[config.mk]
export PLATFORM = sky130hd
export DESIGN_NAME = av_bridge_top
export DESIGN_NICKNAME = d
export VERILOG_FILES = /design/src/logic/mcu_reg_pkg.sv /design/src/logic/avalon_pkg.sv /design/src/logic/av_reg_front.sv /design/src/logic/av_cmd_fifo.sv /design/src/logic/av_master.sv /design/src/logic/av_bridge_top.sv
export SDC_FILE = /design/constraint.sdc
export NUM_CORES = 1
export LEC_CHECK = 0
export BUFFER_PORTS_ARGS = -buffer_cell sky130_fd_sc_hd__clkbuf_2
export CAP_MARGIN = 20
export CORE_MARGIN = 2
export CORE_UTILIZATION = 35
export DETAILED_ROUTE_END_ITERATION = 10
export PLACE_DENSITY = 0.58
export RECOVER_POWER = 100
export SLEW_MARGIN = 30
export SYNTH_ARGS = -nofsm -noshare
export SYNTH_HDL_FRONTEND = slang
export SYNTH_SLANG_ARGS = --single-unit
[constraint.sdc]
create_clock -name sysclk -period 2.55 [get_ports sysclk]
set_input_delay 0.51 -clock sysclk [delete_from_list [all_inputs] [get_ports sysclk]]
set_output_delay 0.51 -clock sysclk [all_outputs]
set_load 0.05 [all_outputs]
[src/logic/mcu_reg_pkg.sv]
package mcu_reg_pkg;

    ////////////////////////////////////////
    // mcu register file geometry
    ////////////////////////////////////////

    // one mcu register word
    localparam int reg_word_w = 16;
    // register index width, four registers
    localparam int reg_idx_w = 2;

    // register indices
    // address high word
    localparam logic [reg_idx_w-1:0] reg_ad_hi = 2'd0;
    // address low word, also the trigger
    localparam logic [reg_idx_w-1:0] reg_ad_lo = 2'd1;
    // data word, holds write data or read result
    localparam logic [reg_idx_w-1:0] reg_data = 2'd2;
    // status word, read only
    localparam logic [reg_idx_w-1:0] reg_status = 2'd3;

    ////////////////////////////////////////
    // mcu access and status layout
    ////////////////////////////////////////

    // one register access per cycle
    typedef struct packed {
        logic                  load;
        logic                  read;
        logic [reg_idx_w-1:0]  idx;
        logic [reg_word_w-1:0] load_data;
    } mcu_req_t;

    // status word, flags in the low bits
    typedef struct packed {
        logic [reg_word_w-6:0] pad;
        logic [2:0]            cmd_count;
        logic                  fifo_full;
        logic                  read_pending;
    } status_t;

endpackage

[src/logic/avalon_pkg.sv]
package avalon_pkg;

    ////////////////////////////////////////
    // bus geometry
    ////////////////////////////////////////

    // full byte address, high and low words together
    localparam int av_addr_w = 32;
    // bus data word
    localparam int av_data_w = 16;

    // posted command queue
    localparam int cmd_depth = 4;
    // count must reach cmd_depth itself
    localparam int cmd_cnt_w = 3;

    ////////////////////////////////////////
    // command and response
    ////////////////////////////////////////

    // one queued bus transaction
    typedef struct packed {
        logic                 is_write;
        logic [av_addr_w-1:0] address;
        logic [av_data_w-1:0] writedata;
    } av_cmd_t;

    // read result back to the front end
    typedef struct packed {
        logic [av_data_w-1:0] readdata;
    } av_rsp_t;

    // master side of the avalon-mm port
    typedef struct packed {
        logic [av_addr_w-1:0] address;
        logic                 read;
        logic                 write;
        logic [av_data_w-1:0] writedata;
    } av_m_t;

endpackage

[src/logic/av_reg_front.sv]
`timescale 1ns/1ps

module av_reg_front
    import mcu_reg_pkg::*, avalon_pkg::*;
(
    input  logic                  sysclk,
    input  logic                  arst_n,
    // mcu register strobes
    input  mcu_req_t              mcu_req,
    output logic [reg_word_w-1:0] reg_rdata,
    output logic                  mcu_wait,
    // command toward the fifo
    output av_cmd_t               cmd,
    output logic                  cmd_valid,
    input  logic                  cmd_ready,
    input  logic [cmd_cnt_w-1:0]  fifo_count,
    // read result from the master
    input  av_rsp_t               rsp,
    input  logic                  rsp_valid
);

    ////////////////////////////////////////
    // register file state
    ////////////////////////////////////////

    logic [reg_word_w-1:0] ad_hi;
    logic [reg_word_w-1:0] ad_lo;
    logic [reg_word_w-1:0] data_reg;
    logic                  read_pending;

    logic    hit_ad_lo;
    logic    trig_write;
    logic    trig_read;
    logic    fifo_full;
    status_t status;

    // address low is the trigger register
    assign hit_ad_lo  = (mcu_req.idx == reg_ad_lo);
    assign trig_write = mcu_req.load && hit_ad_lo;
    assign trig_read  = mcu_req.read && hit_ad_lo;

    // fifo full when every entry is occupied
    assign fifo_full = (fifo_count == cmd_cnt_w'(cmd_depth));

    ////////////////////////////////////////
    // command build
    ////////////////////////////////////////

    // valid in the strobe cycle itself
    assign cmd_valid = trig_write || trig_read;

    always_comb begin
        cmd.is_write  = trig_write;
        cmd.writedata = data_reg;
        // write takes the low word being loaded right now
        if (trig_write) begin
            cmd.address = {ad_hi, mcu_req.load_data};
        end else begin
            cmd.address = {ad_hi, ad_lo};
        end
    end

    ////////////////////////////////////////
    // registers
    ////////////////////////////////////////

    always_ff @(posedge sysclk or negedge arst_n) begin
        if (!arst_n) begin
            ad_hi        <= '0;
            ad_lo        <= '0;
            data_reg     <= '0;
            read_pending <= 1'b0;
        end else begin
            if (mcu_req.load && mcu_req.idx == reg_ad_hi) begin
                ad_hi <= mcu_req.load_data;
            end
            if (trig_write) begin
                ad_lo <= mcu_req.load_data;
            end
            // response wins over the mcu
            if (rsp_valid) begin
                data_reg <= rsp.readdata;
            end else if (mcu_req.load && mcu_req.idx == reg_data && !read_pending) begin
                // mcu load dropped while a read is outstanding
                data_reg <= mcu_req.load_data;
            end
            // pending from accepted read until its response
            if (rsp_valid) begin
                read_pending <= 1'b0;
            end else if (trig_read && cmd_ready) begin
                read_pending <= 1'b1;
            end
        end
    end

    ////////////////////////////////////////
    // mcu side outputs
    ////////////////////////////////////////

    // stall on outstanding read or full queue
    // a queued write alone never stalls
    assign mcu_wait = read_pending || fifo_full;

    always_comb begin
        status              = '0;
        status.read_pending = read_pending;
        status.fifo_full    = fifo_full;
        status.cmd_count    = fifo_count;
    end

    // readback for the index of this cycle
    always_comb begin
        case (mcu_req.idx)
            reg_ad_hi: reg_rdata = ad_hi;
            reg_ad_lo: reg_rdata = ad_lo;
            reg_data:  reg_rdata = data_reg;
            default:   reg_rdata = status;
        endcase
    end

endmodule

[src/logic/av_cmd_fifo.sv]
`timescale 1ns/1ps

module av_cmd_fifo
    import avalon_pkg::*;
(
    input  logic                 sysclk,
    input  logic                 arst_n,
    // producer side
    input  av_cmd_t              in_cmd,
    input  logic                 in_valid,
    output logic                 in_ready,
    // consumer side at the head of queue
    output av_cmd_t              out_cmd,
    output logic                 out_valid,
    input  logic                 out_ready,
    output logic [cmd_cnt_w-1:0] count
);

    typedef logic [$clog2(cmd_depth)-1:0] ptr_t;

    ////////////////////////////////////////
    // storage and pointers
    ////////////////////////////////////////

    av_cmd_t mem [cmd_depth];
    ptr_t    wr_ptr;
    ptr_t    rd_ptr;

    logic push;
    logic pop;

    assign in_ready  = (count != cmd_cnt_w'(cmd_depth));
    assign out_valid = (count != '0);

    assign push = in_valid && in_ready;
    assign pop  = out_valid && out_ready;

    // first word fall through with the head read straight from memory
    // new entry shows one cycle after its push
    assign out_cmd = mem[rd_ptr];

    // entry storage written on push
    always_ff @(posedge sysclk) begin
        if (push) begin
            mem[wr_ptr] <= in_cmd;
        end
    end

    ////////////////////////////////////////
    // control
    ////////////////////////////////////////

    always_ff @(posedge sysclk or negedge arst_n) begin
        if (!arst_n) begin
            wr_ptr <= '0;
            rd_ptr <= '0;
            count  <= '0;
        end else begin
            if (push) begin
                wr_ptr <= (wr_ptr == ptr_t'(cmd_depth - 1)) ? '0 : wr_ptr + 1'b1;
            end
            if (pop) begin
                rd_ptr <= (rd_ptr == ptr_t'(cmd_depth - 1)) ? '0 : rd_ptr + 1'b1;
            end
            // push with pop leaves the count alone
            if (push && !pop) begin
                count <= count + 1'b1;
            end else if (pop && !push) begin
                count <= count - 1'b1;
            end
        end
    end

endmodule

[src/logic/av_master.sv]
`timescale 1ns/1ps

module av_master
    import avalon_pkg::*;
(
    input  logic                 sysclk,
    input  logic                 arst_n,
    // head of the command fifo
    input  av_cmd_t              head,
    input  logic                 head_valid,
    output logic                 head_ready,
    // avalon-mm master port
    output av_m_t                av_m,
    input  logic                 av_waitrequest,
    input  logic [av_data_w-1:0] av_readdata,
    // read result, one cycle pulse
    output av_rsp_t              rsp,
    output logic                 rsp_valid
);

    typedef enum logic {
        st_idle,
        st_busy
    } state_t;

    state_t state;

    ////////////////////////////////////////
    // handshake
    ////////////////////////////////////////

    // head taken only when no transaction is on the bus
    assign head_ready = (state == st_idle);

    ////////////////////////////////////////
    // fsm and bus registers
    ////////////////////////////////////////

    always_ff @(posedge sysclk or negedge arst_n) begin
        if (!arst_n) begin
            state     <= st_idle;
            av_m      <= '0;
            rsp_valid <= 1'b0;
        end else begin
            // pulse by default
            rsp_valid <= 1'b0;
            case (state)
                st_idle: begin
                    if (head_valid) begin
                        // strobe goes out the cycle after the take
                        av_m.address   <= head.address;
                        av_m.writedata <= head.writedata;
                        av_m.write     <= head.is_write;
                        av_m.read      <= !head.is_write;
                        state          <= st_busy;
                    end
                end
                st_busy: begin
                    // bus held stable until waitrequest drops
                    if (!av_waitrequest) begin
                        av_m.read  <= 1'b0;
                        av_m.write <= 1'b0;
                        rsp_valid  <= av_m.read;
                        state      <= st_idle;
                    end
                end
                default: begin
                    state <= st_idle;
                end
            endcase
        end
    end

    ////////////////////////////////////////
    // read data capture
    ////////////////////////////////////////

    // sampled in the closing cycle of a read
    always_ff @(posedge sysclk) begin
        if (state == st_busy && av_m.read && !av_waitrequest) begin
            rsp.readdata <= av_readdata;
        end
    end

endmodule

[src/logic/av_bridge_top.sv]
`timescale 1ns/1ps

module av_bridge_top
    import mcu_reg_pkg::*, avalon_pkg::*;
(
    input  logic                  sysclk,
    input  logic                  arst_n,
    // mcu register port
    input  mcu_req_t              mcu_req,
    output logic [reg_word_w-1:0] reg_rdata,
    output logic                  mcu_wait,
    // avalon-mm master port
    output av_m_t                 av_m,
    input  logic                  av_waitrequest,
    input  logic [av_data_w-1:0]  av_readdata
);

    ////////////////////////////////////////
    // internal links
    ////////////////////////////////////////

    // front end to fifo
    av_cmd_t              cmd;
    logic                 cmd_valid;
    logic                 cmd_ready;
    logic [cmd_cnt_w-1:0] fifo_count;

    // fifo to master
    av_cmd_t head;
    logic    head_valid;
    logic    head_ready;

    // master back to front end
    av_rsp_t rsp;
    logic    rsp_valid;

    ////////////////////////////////////////
    // producer, buffer, consumer
    ////////////////////////////////////////

    av_reg_front u_front (
        .sysclk     (sysclk),
        .arst_n     (arst_n),
        .mcu_req    (mcu_req),
        .reg_rdata  (reg_rdata),
        .mcu_wait   (mcu_wait),
        .cmd        (cmd),
        .cmd_valid  (cmd_valid),
        .cmd_ready  (cmd_ready),
        .fifo_count (fifo_count),
        .rsp        (rsp),
        .rsp_valid  (rsp_valid)
    );

    // posted writes queue here
    av_cmd_fifo u_fifo (
        .sysclk    (sysclk),
        .arst_n    (arst_n),
        .in_cmd    (cmd),
        .in_valid  (cmd_valid),
        .in_ready  (cmd_ready),
        .out_cmd   (head),
        .out_valid (head_valid),
        .out_ready (head_ready),
        .count     (fifo_count)
    );

    av_master u_master (
        .sysclk         (sysclk),
        .arst_n         (arst_n),
        .head           (head),
        .head_valid     (head_valid),
        .head_ready     (head_ready),
        .av_m           (av_m),
        .av_waitrequest (av_waitrequest),
        .av_readdata    (av_readdata),
        .rsp            (rsp),
        .rsp_valid      (rsp_valid)
    );

endmodule

==> results.py <==
metrics = {
    "drt": {
        "drt_pass1_iterations": 4,
        "route.vias.total": 6097,
        "wire_per_inst_um": 22.0,
        "vias_per_cell": 4.91,
        "postRouteAntennaNets": 0,
        "finalWirelength_mm": 27.3,
        "drcViolationCount": 0,
        "drt_iter0_markers": 440,
    },
    "power": {
        "clkPwrFrac_pct": 26.4,
        "irDropWorstVdd_mv": 0.513,
        "p_switching_w": 0.00628,
        "combPwrFrac_pct": 30.8,
        "p_per_area_nw_per_um2": 1230,
        "p_int_w": 0.0118,
        "p_sw_share_pct": 34.8,
        "power.total_w": 0.0181,
        "pwr-share-seq_pct": 42.8,
        "leakage_nw": 5.22,
    },
    "final_layout": {
        "syn_to_final_growth_pct": 18.5,
        "largest_register_ffs": 196,
        "drive_gt1_share_pct": 31.3,
        "finish.utilization_pct": 42.3,
        "reg.largest.list": "u_fifo.mem x196, u_master.av_m x50",
        "layout.nets": 805,
        "top_register": "u_fifo.mem",
    },
    "worst_setup_path": {
        "crit_slowest_cell": "clkbuf_2",
        "r2r-start": "u_fifo.rd_ptr[0]",
        "crit_path_frequent_cell": "clkbuf_2",
        "rr_worst_depth": 3,
        "endpoint_kind": "output port",
        "crit_arrival_ps": 1890,
        "startpoint_type": "input port",
        "max_stage_delay_ps": 360,
        "worstSetupPathDepth": 6,
        "worstPathRequired_ps": 2040,
        "reg2reg_slack_ps": 230,
        "worst-path-buf-inv": 3,
        "reg2reg_to": "u_master.av_m[27]",
        "critPathKind": "in -> out",
        "cp_top_family": "buffers and inverters",
        "crit_path_cell_trace": "clkbuf_2 -> nor2b_1 -> clkbuf_2 -> nand2_1 -> o21ai_0 -> buf_12",
        "critical_path.max_fanout": 11,
    },
    "synth": {
        "synth_area_leaders": "edfxtp_1 (51%), dfrtp_1 (22%), mux4_2 (9.7%), mux2_2 (6.9%), mux2i_1 (2.0%)",
        "ys_types": 38,
        "yosysWarnings": 0,
        "yosysSeqAreaShare_pct": 73.4,
        "syn_area_um2": 12400,
        "synth_top_area_share_pct": 51.5,
        "avgSynthCellArea_um2": 20.1,
        "yosys_register_bits": 320,
        "synth_nets": 660,
        "synth_cells": 614,
        "synth_top_area_cell": "edfxtp_1",
    },
    "timing": {
        "fmax_ghz": 0.417,
        "rsz0062_at_grt": "false",
        "setup_violations": 0,
        "hold_viol_final": 0,
        "holdWs_ps": 183,
        "min_period_over_period_pct": 94.0,
        "report.final.slew_viol_count": 0,
        "slew_headroom_pct": 7.55,
        "finClkSkew_ps": 9.06,
        "max_slew.worst_pin.slew_ps": 1390,
        "period_minus_slack_ps": 2400,
        "setup_tns_ps": 0,
    },
    "clocking": {
        "cts_setup_buffers": 0,
        "cts_resized": 0,
        "clockBufferDepth": 3,
        "cts_max_level": 2,
        "tritoncts": "built",
        "numCtsBuffers": 34,
        "clkSinkCount": 320,
        "root_buffer": "clkbuf_16",
        "path_clk_slew_ps": 60,
        "ctsHoldBuffers": 1,
        "clkLatencyLatePin_ps": 500,
    },
    "place": {
        "portBuffers": 105,
        "gp_congestion": 0.726,
        "dpl.hpwl_mm": 18.4,
    },
    "global_routing": {
        "grt_max_degree": 43,
        "grt_use_total_pct": 15.3,
        "globalRoute.totalOverflow": 0,
        "grt_pass1_wl_mm": 41.4,
        "grt_antenna_before_repair": 0,
        "grt_pass1_vias": 6515,
    },
    "worst_hold_path": {
        "whs_endpoint": "u_master.rsp[5]",
        "hp-start": "av_readdata[5]",
        "worstHoldPathCells": 1,
        "hold_path.class": "in -> reg",
    },
    "floorplan": {
        "dieArea_um2": 36800,
        "die_x_um": 192,
        "num_io_pins": 106,
        "core_area_um2": 34600,
        "start_util_pct": 35.7,
        "row_count": 68,
        "die_h_um": 192,
    },
    "run": {
        "drv_cap": 0,
    },
    "run_status": {
        "status": "complete, no violations",
    },
}
[cell type report]
| cell class | count | area, µm² |
|---|---|---|
| repair buffers | 139 | 866 |
| multi-input cells | 256 | 3010 |
| clock buffers | 53 | 1020 |
| fillers | 3106 | 20000 |
| well taps | 455 | 569 |
| clock inverters | 9 | 77.6 |
| inverters | 8 | 30.0 |
| flip-flops and latches | 320 | 9070 |
| diodes | 1 | 2.50 |
[through the flow]
step,instance area (µm²),setup WS [ps],cells
final,14600,152,1241
after global routing,14600,76.7,1240
after CTS,14900,174,1240
after detailed placement,13800,150,1177
after global placement,13800,170,1177
after floorplan,12400,48.7,614
[layer usage]
metal | vias up | part of all wire [%] | track usage [%]
met1 | 3243 | 45 | 21.2
met4 | 0 | 1.6 | 3.31
met2 | 121 | 49 | 25.2
li1 | 2698 | - | -
met3 | 35 | 4.3 | 2.74
met5 | - | 0 | 0
[how the worst max path moves through the flow]
stage                                 from           endpoint  slack [ps]
after CTS                  u_fifo.count[2]       reg_rdata[1]         170
after detailed placement       mcu_req[17]    u_fifo.count[2]         150
after floorplan                mcu_req[17]      reg_rdata[13]          50
final                          mcu_req[17]      reg_rdata[14]         150
after global routing      u_fifo.rd_ptr[0]  u_master.av_m[27]          80
after global placement         mcu_req[17]    u_fifo.count[2]         170
[cell families after synthesis]
group	count (synthesis)	synth area share [%]
muxes	164	19.7
xor gates and xnor gates	3	0.213
adders and majority gates	7	0.769
DFF	320	73.4
buffers and inverters	38	2.16
and+or+nand+nor	52	2.36
AOI/OAI and AO/OA	30	1.49
[layout by cell type (no fill, tap or decap), types with 2 or more instances in the layout]
cell / n
a21oi_1: 12
and2_0: 3
buf_12: 14
buf_4: 10
clkbuf_1: 75
clkbuf_16: 37
clkbuf_2: 48
clkbuf_4: 3
clkbuf_8: 3
clkinv_2: 4
clkinvlp_4: 2
dfrtp_1: 106
dfrtp_2: 2
edfxtp_1: 212
ha_1: 6
inv_1: 8
mux2_1: 24
mux2_2: 60
mux2i_1: 25
mux4_2: 53
nand2_1: 14
nand2b_1: 7
nor2_1: 6
nor2b_1: 2
nor3_1: 13
nor3b_1: 2
o21ai_0: 6
o21ai_1: 5
o221a_2: 4
xor2_1: 2
[cell usage after synthesis]
library cell and instances:
edfxtp_1 212, dfrtp_1 108, mux2_2 76, mux4_2 53
mux2i_1 25, buf_6 13, nand2_1 13, nor3_1 13
a21oi_1 12, o21ai_0 11, buf_2 8, inv_1 8
mux2_1 8, nand2b_1 7, ha_1 6, nor2_1 6
clkbuf_1 5, and2_1 4, o221a_2 4, buf_4 3
xor2_1 2, a21boi_0 1, a31oi_1 1, and4bb_1 1
dlygate4sd1_1 1, fa_1 1, mux2_4 1, mux4_1 1
nand2_2 1, nor2_2 1, nor2b_1 1, nor2b_4 1
nor3b_1 1, nor3b_4 1, o211a_1 1, or2_2 1
or3b_1 1, xnor2_1 1
[power groups by stage]
stage / Combinational (W) / Sequential [W] / Clock, W
6_report: 0.00556 / 0.00774 / 0.00476
4_1_cts: 0.00590 / 0.00777 / 0.00489
3_3_place_gp: 0.00584 / 0.00784 / 0
2_1_floorplan: 0.00302 / 0.00885 / 0
3_5_place_dp: 0.00588 / 0.00787 / 0
5_1_grt: 0.00593 / 0.00792 / 0.00509
No activity file was read; power rests on OpenSTA's default activity.
